**config.mk**
```make
export PLATFORM = sky130hd
export DESIGN_NAME = dma_desc_top
export DESIGN_NICKNAME = d
export VERILOG_FILES = /design/src/design/dma_bus_pkg.sv /design/src/design/dma_desc_pkg.sv /design/src/design/dma_copy_backend.sv /design/src/design/dma_desc_frontend.sv /design/src/design/dma_desc_top.sv /design/src/design/dma_mem_arbiter.sv
export SDC_FILE = /design/constraint.sdc
export NUM_CORES = 1
export LEC_CHECK = 0
export ABC_AREA = 1
export BUFFER_PORTS_ARGS = -buffer_cell sky130_fd_sc_hd__buf_4
export CORE_MARGIN = 2
export CORE_UTILIZATION = 30
export CTS_BUF_LIST = sky130_fd_sc_hd__clkbuf_16
export DETAILED_ROUTE_END_ITERATION = 10
export PLACE_DENSITY_LB_ADDON = 0.1
export SYNTH_ARGS = -nofsm -noshare
export SYNTH_HDL_FRONTEND = slang
export SYNTH_SLANG_ARGS = --single-unit
```
**constraint.sdc**
```tcl
create_clock -name clk_i -period 5 [get_ports clk_i]
set_input_delay 0.25 -clock clk_i [delete_from_list [all_inputs] [get_ports clk_i]]
set_output_delay 0.25 -clock clk_i [all_outputs]
set_load 0.03 [all_outputs]
```
**src/design/dma_bus_pkg.sv**
```systemverilog
package dma_bus_pkg;

  localparam int unsigned AddrWidth    = 32;
  localparam int unsigned DataWidth    = 32;
  localparam int unsigned RegAddrWidth = 8;
  localparam int unsigned WordBytes    = DataWidth / 8;

  typedef logic [AddrWidth-1:0]    addr_t;
  typedef logic [DataWidth-1:0]    data_t;
  typedef logic [RegAddrWidth-1:0] reg_addr_t;

  // Register bus served in the same cycle
  typedef struct packed {
    logic      valid;
    logic      write;
    reg_addr_t addr;   // Byte offset
    data_t     wdata;
  } reg_req_t;

  typedef struct packed {
    logic  ready;
    data_t rdata;
  } reg_rsp_t;

  typedef struct packed {
    logic  valid;
    logic  write;
    addr_t addr;
    data_t wdata;
  } mem_req_t;

  // Read data returns in acceptance order and writes get no response
  typedef struct packed {
    logic  ready;
    logic  rvalid;
    data_t rdata;
  } mem_rsp_t;

endpackage

```
**src/design/dma_desc_pkg.sv**
```systemverilog
package dma_desc_pkg;

  import dma_bus_pkg::*;

  typedef logic [15:0] num_words_t;

  localparam int unsigned DescWords = 4;

  typedef logic [$clog2(DescWords)-1:0] desc_idx_t;

  // Word order inside a descriptor
  localparam desc_idx_t DescIdxSrc  = desc_idx_t'(0);
  localparam desc_idx_t DescIdxDst  = desc_idx_t'(1);
  localparam desc_idx_t DescIdxNum  = desc_idx_t'(2);
  localparam desc_idx_t DescIdxNext = desc_idx_t'(3);

  localparam addr_t DescNumOffset  = 32'h8; // Byte offset of num_words
  localparam data_t DescDoneMarker = '1;

  localparam reg_addr_t RegDescAddr  = 8'h00;
  localparam reg_addr_t RegStatus    = 8'h04;
  localparam reg_addr_t RegDoneCount = 8'h08;

  typedef struct packed {
    addr_t      src;
    addr_t      dst;
    num_words_t num_words;
  } burst_req_t;

  typedef enum logic [2:0] {
    FE_IDLE,
    FE_FETCH_REQ,
    FE_FETCH_WAIT,
    FE_LAUNCH,
    FE_WAIT_DONE,
    FE_WRITEBACK,
    FE_NEXT
  } fe_state_e;

endpackage

```
**src/design/dma_copy_backend.sv**
```systemverilog
module dma_copy_backend
  import dma_bus_pkg::*;
  import dma_desc_pkg::*;
#(
  parameter int unsigned BufferDepth = 4
) (
  input  logic       clk_i,
  input  logic       rst_i,
  input  burst_req_t burst_req_i,
  input  logic       valid_i,
  output logic       ready_o,
  output mem_req_t   mem_req_o,
  input  mem_rsp_t   mem_rsp_i,
  output logic       idle_o,
  output logic       tx_complete_o
);

  localparam int unsigned PtrWidth = $clog2(BufferDepth);
  localparam int unsigned CntWidth = $clog2(BufferDepth + 1);

  typedef logic [PtrWidth-1:0] ptr_t;
  typedef logic [CntWidth-1:0] cnt_t;

  logic              busy_q;
  logic              complete_q;
  logic              prio_q;       // High gives writes priority
  logic              lock_q;
  logic              lock_write_q;
  addr_t             rd_addr_q;
  addr_t             wr_addr_q;
  num_words_t        rd_left_q;
  num_words_t        wr_left_q;
  ptr_t              push_ptr_q;
  ptr_t              pop_ptr_q;
  cnt_t              fill_q;       // Words held in the buffer
  cnt_t              out_q;        // Reads accepted but not returned
  logic [CntWidth:0] inflight;
  data_t             buf_q [BufferDepth];
  logic              accept;
  logic              read_pend;
  logic              write_pend;
  logic              sel_write;
  logic              rd_acc;
  logic              wr_acc;
  logic              push;

  assign ready_o       = !busy_q;
  assign idle_o        = !busy_q && !complete_q;
  assign tx_complete_o = complete_q;
  assign accept        = valid_i && ready_o;

  assign inflight   = {1'b0, fill_q} + {1'b0, out_q};
  assign read_pend  = busy_q && (rd_left_q != '0) &&
                      (inflight < (CntWidth + 1)'(BufferDepth));
  assign write_pend = (fill_q != '0);

  // A stalled request keeps its slot
  assign sel_write = lock_q ? lock_write_q : (write_pend && (!read_pend || prio_q));

  always_comb begin
    mem_req_o.valid = read_pend || write_pend;
    mem_req_o.write = sel_write;
    mem_req_o.addr  = sel_write ? wr_addr_q : rd_addr_q;
    mem_req_o.wdata = buf_q[pop_ptr_q];
  end

  assign rd_acc = mem_req_o.valid && !sel_write && mem_rsp_i.ready;
  assign wr_acc = mem_req_o.valid && sel_write && mem_rsp_i.ready;
  assign push   = mem_rsp_i.rvalid;

  always_ff @(posedge clk_i) begin
    if (rst_i) begin
      busy_q       <= 1'b0;
      complete_q   <= 1'b0;
      prio_q       <= 1'b0;
      lock_q       <= 1'b0;
      lock_write_q <= 1'b0;
      rd_left_q    <= '0;
      wr_left_q    <= '0;
      push_ptr_q   <= '0;
      pop_ptr_q    <= '0;
      fill_q       <= '0;
      out_q        <= '0;
    end else begin
      complete_q   <= 1'b0;
      lock_q       <= mem_req_o.valid && !mem_rsp_i.ready;
      lock_write_q <= sel_write;
      if (accept) begin
        rd_left_q  <= burst_req_i.num_words;
        wr_left_q  <= burst_req_i.num_words;
        busy_q     <= (burst_req_i.num_words != '0);
        complete_q <= (burst_req_i.num_words == '0); // Empty transfer
      end
      if (rd_acc) begin
        rd_left_q <= rd_left_q - num_words_t'(1);
      end
      if (wr_acc) begin
        wr_left_q <= wr_left_q - num_words_t'(1);
        pop_ptr_q <= pop_ptr_q + ptr_t'(1);
        if (wr_left_q == num_words_t'(1)) begin
          busy_q     <= 1'b0;
          complete_q <= 1'b1;
        end
      end
      if (push) begin
        push_ptr_q <= push_ptr_q + ptr_t'(1);
      end
      if (mem_req_o.valid && mem_rsp_i.ready) begin
        prio_q <= !sel_write;
      end
      fill_q <= fill_q + cnt_t'(push) - cnt_t'(wr_acc);
      out_q  <= out_q + cnt_t'(rd_acc) - cnt_t'(push);
    end
  end

  always_ff @(posedge clk_i) begin
    if (accept) begin
      rd_addr_q <= burst_req_i.src;
      wr_addr_q <= burst_req_i.dst;
    end else begin
      if (rd_acc) begin
        rd_addr_q <= rd_addr_q + addr_t'(WordBytes);
      end
      if (wr_acc) begin
        wr_addr_q <= wr_addr_q + addr_t'(WordBytes);
      end
    end
  end

  always_ff @(posedge clk_i) begin
    if (push) begin
      buf_q[push_ptr_q] <= mem_rsp_i.rdata;
    end
  end

  a_rvalid_expected: assert property (@(posedge clk_i) disable iff (rst_i)
    mem_rsp_i.rvalid |-> (out_q != '0));

endmodule

```
**src/design/dma_desc_frontend.sv**
```systemverilog
module dma_desc_frontend
  import dma_bus_pkg::*;
  import dma_desc_pkg::*;
(
  input  logic       clk_i,
  input  logic       rst_i,
  input  reg_req_t   reg_req_i,
  output reg_rsp_t   reg_rsp_o,
  output mem_req_t   mem_req_o,
  input  mem_rsp_t   mem_rsp_i,
  output burst_req_t be_req_o,
  output logic       be_valid_o,
  input  logic       be_ready_i,
  input  logic       be_tx_complete_i,
  input  logic       be_idle_i,
  output logic       irq_o
);

  fe_state_e  state_q;
  logic       busy_q;
  logic       irq_q;
  addr_t      desc_addr_q;
  data_t      done_cnt_q;
  desc_idx_t  req_idx_q;
  desc_idx_t  rsp_idx_q;
  burst_req_t burst_q;
  addr_t      next_q;
  logic       start_chain;

  assign start_chain = reg_req_i.valid && reg_req_i.write &&
                       (reg_req_i.addr == RegDescAddr) && !busy_q;

  always_comb begin
    reg_rsp_o.ready = reg_req_i.valid;
    reg_rsp_o.rdata = '0;
    if (reg_req_i.valid && !reg_req_i.write) begin
      case (reg_req_i.addr)
        RegDescAddr:  reg_rsp_o.rdata = desc_addr_q;
        RegStatus:    reg_rsp_o.rdata = {30'b0, be_idle_i, busy_q};
        RegDoneCount: reg_rsp_o.rdata = done_cnt_q;
        default:      reg_rsp_o.rdata = '0;
      endcase
    end
  end

  always_comb begin
    mem_req_o = '0;
    if (state_q == FE_FETCH_REQ) begin
      mem_req_o.valid = 1'b1;
      mem_req_o.addr  = desc_addr_q + addr_t'(req_idx_q) * addr_t'(WordBytes);
    end else if (state_q == FE_WRITEBACK) begin
      mem_req_o.valid = 1'b1;
      mem_req_o.write = 1'b1;
      mem_req_o.addr  = desc_addr_q + DescNumOffset;
      mem_req_o.wdata = DescDoneMarker;
    end
  end

  assign be_req_o   = burst_q;
  assign be_valid_o = (state_q == FE_LAUNCH);
  assign irq_o      = irq_q;

  always_ff @(posedge clk_i) begin
    if (rst_i) begin
      state_q     <= FE_IDLE;
      busy_q      <= 1'b0;
      irq_q       <= 1'b0;
      desc_addr_q <= '0;
      done_cnt_q  <= '0;
      req_idx_q   <= '0;
      rsp_idx_q   <= '0;
    end else begin
      irq_q <= 1'b0;
      if (mem_rsp_i.rvalid) begin
        rsp_idx_q <= rsp_idx_q + desc_idx_t'(1); // Wraps to zero after the last word
      end
      case (state_q)
        FE_FETCH_REQ: begin
          if (mem_rsp_i.ready) begin
            req_idx_q <= req_idx_q + desc_idx_t'(1);
            if (req_idx_q == DescIdxNext) begin
              state_q <= FE_FETCH_WAIT;
            end
          end
        end
        FE_FETCH_WAIT: begin
          if (mem_rsp_i.rvalid && (rsp_idx_q == DescIdxNext)) begin
            state_q <= FE_LAUNCH;
          end
        end
        FE_LAUNCH: begin
          if (be_ready_i) begin
            state_q <= FE_WAIT_DONE;
          end
        end
        FE_WAIT_DONE: begin
          if (be_tx_complete_i) begin
            state_q <= FE_WRITEBACK;
          end
        end
        FE_WRITEBACK: begin
          if (mem_rsp_i.ready) begin
            irq_q      <= 1'b1;
            done_cnt_q <= done_cnt_q + data_t'(1);
            busy_q     <= (next_q != '0); // End of chain drops busy with the irq
            state_q    <= FE_NEXT;
          end
        end
        FE_NEXT: begin
          if (busy_q) begin
            desc_addr_q <= next_q;
            state_q     <= FE_FETCH_REQ;
          end else begin
            state_q <= FE_IDLE;
          end
        end
        default: state_q <= FE_IDLE;
      endcase
      if (start_chain) begin
        desc_addr_q <= reg_req_i.wdata;
        busy_q      <= 1'b1;
        state_q     <= FE_FETCH_REQ;
      end
    end
  end

  // Descriptor words in fetch order
  always_ff @(posedge clk_i) begin
    if (mem_rsp_i.rvalid) begin
      case (rsp_idx_q)
        DescIdxSrc: burst_q.src <= mem_rsp_i.rdata;
        DescIdxDst: burst_q.dst <= mem_rsp_i.rdata;
        DescIdxNum: burst_q.num_words <= num_words_t'(mem_rsp_i.rdata);
        default:    next_q <= mem_rsp_i.rdata;
      endcase
    end
  end

  a_be_valid_hold: assert property (@(posedge clk_i) disable iff (rst_i)
    be_valid_o && !be_ready_i |=> be_valid_o && $stable(be_req_o));

  a_irq_pulse: assert property (@(posedge clk_i) disable iff (rst_i)
    irq_o |=> !irq_o);

endmodule

```
**src/design/dma_desc_top.sv**
```systemverilog
module dma_desc_top
  import dma_bus_pkg::*;
  import dma_desc_pkg::*;
#(
  parameter int unsigned BufferDepth   = 4, // Power of two
  parameter int unsigned ReadFifoDepth = 4
) (
  input  logic     clk_i,
  input  logic     rst_i,
  input  reg_req_t reg_req_i,
  output reg_rsp_t reg_rsp_o,
  output mem_req_t mem_req_o,
  input  mem_rsp_t mem_rsp_i,
  output logic     irq_o
);

  mem_req_t   fe_mem_req;
  mem_rsp_t   fe_mem_rsp;
  mem_req_t   be_mem_req;
  mem_rsp_t   be_mem_rsp;
  burst_req_t be_req;
  logic       be_valid;
  logic       be_ready;
  logic       be_tx_complete;
  logic       be_idle;

  dma_desc_frontend i_frontend (
    .clk_i           (clk_i),
    .rst_i           (rst_i),
    .reg_req_i       (reg_req_i),
    .reg_rsp_o       (reg_rsp_o),
    .mem_req_o       (fe_mem_req),
    .mem_rsp_i       (fe_mem_rsp),
    .be_req_o        (be_req),
    .be_valid_o      (be_valid),
    .be_ready_i      (be_ready),
    .be_tx_complete_i(be_tx_complete),
    .be_idle_i       (be_idle),
    .irq_o           (irq_o)
  );

  dma_copy_backend #(
    .BufferDepth(BufferDepth)
  ) i_backend (
    .clk_i        (clk_i),
    .rst_i        (rst_i),
    .burst_req_i  (be_req),
    .valid_i      (be_valid),
    .ready_o      (be_ready),
    .mem_req_o    (be_mem_req),
    .mem_rsp_i    (be_mem_rsp),
    .idle_o       (be_idle),
    .tx_complete_o(be_tx_complete)
  );

  dma_mem_arbiter #(
    .ReadFifoDepth(ReadFifoDepth)
  ) i_arbiter (
    .clk_i    (clk_i),
    .rst_i    (rst_i),
    .fe_req_i (fe_mem_req),
    .fe_rsp_o (fe_mem_rsp),
    .be_req_i (be_mem_req),
    .be_rsp_o (be_mem_rsp),
    .mem_req_o(mem_req_o),
    .mem_rsp_i(mem_rsp_i)
  );

endmodule

```
**src/design/dma_mem_arbiter.sv**
```systemverilog
module dma_mem_arbiter
  import dma_bus_pkg::*;
#(
  parameter int unsigned ReadFifoDepth = 4
) (
  input  logic     clk_i,
  input  logic     rst_i,
  input  mem_req_t fe_req_i,
  output mem_rsp_t fe_rsp_o,
  input  mem_req_t be_req_i,
  output mem_rsp_t be_rsp_o,
  output mem_req_t mem_req_o,
  input  mem_rsp_t mem_rsp_i
);

  localparam int unsigned PtrWidth = (ReadFifoDepth > 1) ? $clog2(ReadFifoDepth) : 1;
  localparam int unsigned CntWidth = $clog2(ReadFifoDepth + 1);

  typedef logic [PtrWidth-1:0] ptr_t;
  typedef logic [CntWidth-1:0] cnt_t;

  logic     sel_be;      // High grants the backend
  logic     lock_q;
  logic     lock_be_q;
  logic     last_be_q;
  mem_req_t gnt_req;
  logic     fifo_full;
  logic     accept;
  logic     push;
  logic     pop;
  logic     head_be;
  ptr_t     wr_ptr_q;
  ptr_t     rd_ptr_q;
  cnt_t     cnt_q;
  logic     owner_q [ReadFifoDepth];

  always_comb begin
    if (lock_q) begin
      sel_be = lock_be_q;
    end else if (fe_req_i.valid && be_req_i.valid) begin
      sel_be = !last_be_q;
    end else begin
      sel_be = be_req_i.valid;
    end
  end

  assign gnt_req   = sel_be ? be_req_i : fe_req_i;
  assign fifo_full = (cnt_q == cnt_t'(ReadFifoDepth));

  always_comb begin
    mem_req_o       = gnt_req;
    mem_req_o.valid = gnt_req.valid && (gnt_req.write || !fifo_full);
  end

  assign accept  = mem_req_o.valid && mem_rsp_i.ready;
  assign push    = accept && !gnt_req.write;
  assign pop     = mem_rsp_i.rvalid;
  assign head_be = owner_q[rd_ptr_q];

  always_comb begin
    fe_rsp_o.ready  = accept && !sel_be;
    fe_rsp_o.rvalid = pop && !head_be;
    fe_rsp_o.rdata  = mem_rsp_i.rdata;
    be_rsp_o.ready  = accept && sel_be;
    be_rsp_o.rvalid = pop && head_be;
    be_rsp_o.rdata  = mem_rsp_i.rdata;
  end

  always_ff @(posedge clk_i) begin
    if (rst_i) begin
      lock_q    <= 1'b0;
      lock_be_q <= 1'b0;
      last_be_q <= 1'b0;
      wr_ptr_q  <= '0;
      rd_ptr_q  <= '0;
      cnt_q     <= '0;
    end else begin
      lock_q    <= gnt_req.valid && !accept; // Also holds a read blocked by a full FIFO
      lock_be_q <= sel_be;
      if (accept) begin
        last_be_q <= sel_be;
      end
      if (push) begin
        wr_ptr_q <= (wr_ptr_q == ptr_t'(ReadFifoDepth - 1)) ? '0 : wr_ptr_q + ptr_t'(1);
      end
      if (pop) begin
        rd_ptr_q <= (rd_ptr_q == ptr_t'(ReadFifoDepth - 1)) ? '0 : rd_ptr_q + ptr_t'(1);
      end
      cnt_q <= cnt_q + cnt_t'(push) - cnt_t'(pop);
    end
  end

  always_ff @(posedge clk_i) begin
    if (push) begin
      owner_q[wr_ptr_q] <= sel_be;
    end
  end

  a_fifo_no_overflow: assert property (@(posedge clk_i) disable iff (rst_i)
    cnt_q <= cnt_t'(ReadFifoDepth));

  a_fifo_no_underflow: assert property (@(posedge clk_i) disable iff (rst_i)
    pop |-> (cnt_q != '0));

endmodule

```
* Word-level counts from Yosys, hierarchy flattened
Memory sizes are Yosys's and may differ from the RTL's. A register that Yosys moved wholly into a read port is not among the register bits.
Index checks and enable logic that the tools add are counted.
** Cells by class
- Add/sub/neg operators :: 20
- Reductions and logical operators :: 67
- Order comparisons :: 1
- Eq/ne operators :: 28
- Multiplexer cells :: 51
- Bitwise operators :: 2
** Operator list (count)
- $mux W32 :: 11
- $mux W66 :: 2
- $pmux W32 S3 :: 1
- $add A32 B3 Y32 const B :: 2
- $mux W16 :: 3
- $add A32 B1 Y32 const B :: 1
- $add A32 B4 Y32 :: 1
- $add A32 B4 Y32 const B :: 1
- $reduce_bool A16 Y1 :: 2
- $reduce_bool A32 Y1 :: 1
- $sub A16 B1 Y16 const B :: 2
- $logic_and A1 B1 Y1 :: 25
- $mux W1 :: 21
- $mux W3 :: 6
- $pmux W3 S6 :: 1
- $eq A16 B1 Y1 const B :: 1
- $logic_not A16 Y1 :: 1
- $reduce_and A2 Y1 :: 8
- $logic_not A1 Y1 :: 13
- $add A2 B1 Y2 const B :: 6
- $eq A3 B3 Y1 const B :: 4
- $mux W2 :: 6
- $reduce_and A6 Y1 :: 2
- $reduce_bool A2 Y1 :: 6
- other kinds (22) :: 42
** Storage, ports and cells
- Register bits :: 306
- Memories kept :: 2
- Input bits :: 78
- Output and inout port bits :: 100
- RAM bits :: 132
** Memory list
- i_backend.buf_q :: words 4, width 32, read ports 1, clocked after memory_dff 1, wr ports 1, RTL line dma_copy_backend.sv:38 : data_t buf_q [BufferDepth];
- i_arbiter.owner_q :: words 4, width 1, read ports 1, clocked after memory_dff 1, wr ports 1, RTL line dma_mem_arbiter.sv:35 : logic owner_q [ReadFifoDepth];

* Logic depth before layout (Yosys ltp)
- Depth in word-level cells :: 16
- Mapped depth :: 22
- Gate-level depth less buffers :: 21

* Cells and area by module
From an unflattened synthesis, not the netlist that was laid out.
** Second synthesis, totals
- Cells, all modules :: 3065
- Area, all modules :: 24891.4 µm²
** Modules (own cells, without submodules)
- dma_copy_backend :: sequential area each 6746.5 µm², cells each 1384, area an instance 12405.6 µm², times used 1
- dma_desc_frontend :: sequential area each 4824.6 µm², cells each 1304, area an instance 10353.7 µm², times used 1
- dma_mem_arbiter :: sequential area each 360.3 µm², cells each 377, area an instance 2132.0 µm², times used 1

* Least setup slack after synthesis
No wires, ideal clock.
- Path kind :: register -> register
- Start point :: register i_backend.fill_q[1]
- End point :: register i_backend.fill_q[2]
- Setup slack :: 1.901 ns
- Period minus slack after synthesis :: 3.099 ns
- Buffers on the path :: 1
- Required time :: 4.876 ns
- Arrival time :: 2.975 ns
- Cell stages (with the launch flop) :: 21
- Path through :: dfxtp_1 ha_1 and3_1 nor2_1 nand2_1 nand2_2 nand2_4 nand2_4 nand2_2 nand3_4 nand4_4 nor2_8 buf_6 ha_1 inv_1 ha_1 inv_1 fa_1 xor2_1 o21ai_0 a21oi_1
** Between the ends
- Longest elaborated chain between the ends :: 14
- Elaborated cells between the ends (all ways) :: 21
- Classes of those cells :: add/sub (3); order compare (1); mux (4); reduce/logical (13)
** Ends and longest elaborated chain
- start, declared :: RTL line dma_copy_backend.sv:35 : cnt_t fill_q;
- start signal, assigned :: RTL line dma_copy_backend.sv:111 : fill_q <= fill_q + cnt_t'(push) - cnt_t'(wr_acc);
- $add A3 B3 Y4 :: RTL line dma_copy_backend.sv:52 : assign inflight = {1'b0, fill_q} + {1'b0, out_q};
- $lt A4 B3 Y1 :: RTL line dma_copy_backend.sv:54 : (inflight < (CntWidth + 1)'(BufferDepth));
- $logic_and A1 B1 Y1 :: RTL line dma_copy_backend.sv:53 : assign read_pend = busy_q && (rd_left_q != '0) &&
- $logic_or A1 B1 Y1 / $logic_not A1 Y1 (equally long branches) :: RTL line dma_copy_backend.sv:61, dma_copy_backend.sv:58
- $logic_and A1 B1 Y1 / $logic_or A1 B1 Y1 (equally long branches) :: RTL line dma_mem_arbiter.sv:40, dma_copy_backend.sv:58
- $mux W1 / $logic_and A1 B1 Y1 (equally long branches) :: RTL line dma_mem_arbiter.sv:40, dma_copy_backend.sv:58
- $mux W1 (on tied branches) :: RTL line dma_mem_arbiter.sv:38, dma_copy_backend.sv:58
- $mux W66 :: RTL line dma_mem_arbiter.sv:47 : assign gnt_req = sel_be ? be_req_i : fe_req_i;
- $logic_or A1 B1 Y1 :: RTL line dma_mem_arbiter.sv:52 : mem_req_o.valid = gnt_req.valid && (gnt_req.write || !fifo_full);
- $logic_and A1 B1 Y1 :: RTL line dma_mem_arbiter.sv:52
- $logic_and A1 B1 Y1 :: RTL line dma_mem_arbiter.sv:55 : assign accept = mem_req_o.valid && mem_rsp_i.ready;
- $logic_and A1 B1 Y1 :: RTL line dma_mem_arbiter.sv:64 : be_rsp_o.ready = accept && sel_be;
- $logic_and A1 B1 Y1 :: RTL line dma_copy_backend.sv:68 : assign wr_acc = mem_req_o.valid && sel_write && mem_rsp_i.ready;
- $sub A3 B1 Y3 (*) :: RTL line dma_copy_backend.sv:111
Every way passes the cells marked *; elsewhere a longest branch is shown, timed or not.
A chain may end at the register's enable or synchronous reset.

==> flow_metrics.env <==
export IMPL_p_leak_nw=10.3
export IMPL_grt_pass1_vias=18200
export IMPL_die_x_um=279
export IMPL_ys_flop_type="edfxtp_1"
export IMPL_placed_area_um2=24900
export IMPL_tns_ns=0
export IMPL_outcome="complete, no violations"
export IMPL_synth_distinct_cells=55
export IMPL_clock_fmax_ghz=0.246
export IMPL_io_buffers=177
export IMPL_cts_sinks=442
export IMPL_post_cts_buffers=0
export IMPL_drtPass1Iterations=5
export IMPL_vdd_drop_max_uv=314
export IMPL_setup_viol=0
export IMPL_skew_ns=0.0557
export IMPL_drtIter0Drc=1710
export IMPL_gp_congestion=0.916
export IMPL_hold_class="input port to flip-flop"
export IMPL_fin_ws_ns=0.934
export IMPL_synth_top_cells_by_count="668 x nand2_1, 329 x inv_1, 308 x edfxtp_1, 257 x nor2_1, 187 x o21ai_0"
export IMPL_r2r_slack_ns=1.05
export IMPL_crit_required_ns=4.75
export IMPL_synth_most_common_cell="nand2_1"
export IMPL_crit_type="flip-flop to output port"
export IMPL_fillers=7730
export IMPL_dpl_cell_count=3721
export IMPL_finalCriticalPeriod_ns=4.07
export IMPL_place_hpwl_um=52500
export IMPL_dp_slack_ns=1.01
export IMPL_startpoint_type="flip-flop"
export IMPL_grt_overflow=0
export IMPL_antenna_found_initial=1
export IMPL_totalWireLength_um=74100
export IMPL_hold_violations=0
export IMPL_finalCritPeriodShare_pct=81.3
export IMPL_seqCellArea_um2=11900
export IMPL_p_per_area_nw_per_um2=486
export IMPL_synth_warnings=0
export IMPL_synthesis_nets=2774
export IMPL_async_flop_share_pct=0
export IMPL_stdcell_count=3884
export IMPL_drtAntennaViolNets=0
export IMPL_ys_ff_latch=442
export IMPL_rsz0062_at_grt="false"
export IMPL_clk_latency_ns=0.65
export IMPL_vias_per_cell=4.82
export IMPL_cts_buffer_depth=3
export IMPL_slew_limit_headroom_pct=28.6
export IMPL_numCtsBuffers=54
export IMPL_pin_count=178
export IMPL_arrival_ns=3.82
export IMPL_syn_inst=2661
export IMPL_wl_per_cell_um=19.1
export IMPL_ys_seq_area_share_pct=52.8
export IMPL_worst_setup_path_end_kind="output port"
export IMPL_drive_above_1_share_pct=11.9
export IMPL_drc=0
export IMPL_cts_root_buf="clkbuf_16"
export IMPL_final_max_slew_viol_count=0
export IMPL_fin_area_um2=27500
export IMPL_grt_max_degree=97
export IMPL_cts_tree="built"
export IMPL_core_um2=74600
export IMPL_yosysTopAreaCell="edfxtp_1"
export IMPL_synth_edf_count=308
export IMPL_cp_max_fo=61
export IMPL_clk_pin_slew_worst_paths_ns=0.06
export IMPL_synth_top_area_share_pct=40.9
export IMPL_start_util_pct=30.3
export IMPL_dr_total_vias=18700
export IMPL_maxCapViolCount=0
export IMPL_worst_pin_slew_ns=1.07
export IMPL_die_h_um=279
export IMPL_post_cts_resized=0
export IMPL_synth_area_um2=22600
export IMPL_synthTopCellsByArea="edfxtp_1 41%, dfxtp_1 12%, nand2_1 11%"
export IMPL_grt_pass1_wl_um=111000
export IMPL_grt_total_usage_pct=18.7
export IMPL_die_area_um2=77600
export IMPL_multi_input_area_um2=8980
export IMPL_avgSynthCellArea_um2=8.50
export IMPL_fin_hold_ws_ns=0.0114
export IMPL_fin_nets=2983
export IMPL_num_rows=100
export IMPL_h_tree_depth=2
export IMPL_syn_to_final_growth_pct=21.7
## power breakdown
group	internal [W]	total, W	switching (W)
Combinational	0.00135	0.00452	0.00317
Clock	0.00266	0.00436	0.00169
Sequential	0.00431	0.00451	0.000198
## timing repair
action	in CTS	in global routing
hold buffers	62	0
setup endpoints to repair	0	0
hold endpoints to repair	272	0
## logic make-up after synthesis
family | share of synthesized area, %
compound gates | 11.2
xor+xnor | 3.56
fa+ha+maj | 2.07
buf+inv | 7.73
flops | 52.8
simple gates | 22.6
## metrics by stage
step                      total power (W)  utilization [%]
after detailed placement          0.00909             33.4
after floorplan                   0.00743                -
after global placement            0.00907             33.4
after global routing               0.0141             36.9
final                              0.0134             36.9
after CTS                          0.0136             36.9
## cell usage in the layout (no fill, tap or decap), types with 26 or more instances in the layout
cell type and n:
a21oi_1 104, buf_4 204, o21ai_0 187, xor2_1 66, dlygate4sd3_1 62, nand3_1 110, clkbuf_16 54, ha_1 31
nor3_1 61, nor2_1 248, edfxtp_1 308, o31ai_1 40, xnor2_1 26, nand2_1 668, a31oi_1 49, dfxtp_1 132
o22ai_1 36, nor4_1 26, inv_1 332
## registers in the layout, summed over array words and instances (netlist names), 4 cells and up, named ones only
| name | count |
|---|---|
| i_backend.buf_q | 128 |
| i_frontend.desc_addr_q | 32 |
| i_backend.rd_left_q | 16 |
| i_backend.rd_addr_q | 32 |
| i_frontend.next_q | 32 |
| i_arbiter.owner_q | 4 |
| i_frontend.be_req_o | 80 |
| i_backend.wr_addr_q | 32 |
| i_frontend.done_cnt_q | 32 |
| i_backend.wr_left_q | 16 |
## final timing paths
kind	from	end	cells after the start
worst max register to register	i_backend.rd_left_q[0]	i_backend.fill_q[2]	20
worst max-delay path	i_backend.rd_left_q[0]	mem_req_o[55]	14
worst min-delay path	reg_req_i[17]	i_frontend.desc_addr_q[17]	3
worst min register to register	i_backend.rd_left_q[0]	i_backend.rd_left_q[0]	1
## final cells by class
type | instances | area share, %
timing repair buffer | 266 | 7.82
clock buffer | 54 | 4.91
tap | 969 | 4.40
clock inverter | 46 | 2.35
antenna | 1 | 0.00909
multi-input combinational | 1773 | 32.6
sequential | 442 | 43.4
inverter | 333 | 4.54
## routing by layer
layer	vias up	GRT usage [%]	routed length, µm	share of wire, %
met4	0	4.87	1600	2.2
met3	90	2.48	3590	4.8
met2	477	30.1	33200	45
met5	-	0	0	0
met1	8845	26.5	35800	48
li1	9298	-	-	-
## critical path, stage by stage, from the launching register on
cell and delay (ns):
dfxtp_1 0.32, inv_1 0.08, ha_1 0.20, nand2_2 0.11, nor2_1 0.11, nand2_1 0.10, nand2_1 0.09, nand2_2 0.08
nand2_4 0.11, nand2_4 0.29, inv_2 0.14, buf_4 0.64, o21ai_0 0.40, o21ai_0 0.23, buf_4 0.22
(Power assumes the default switching activity.)
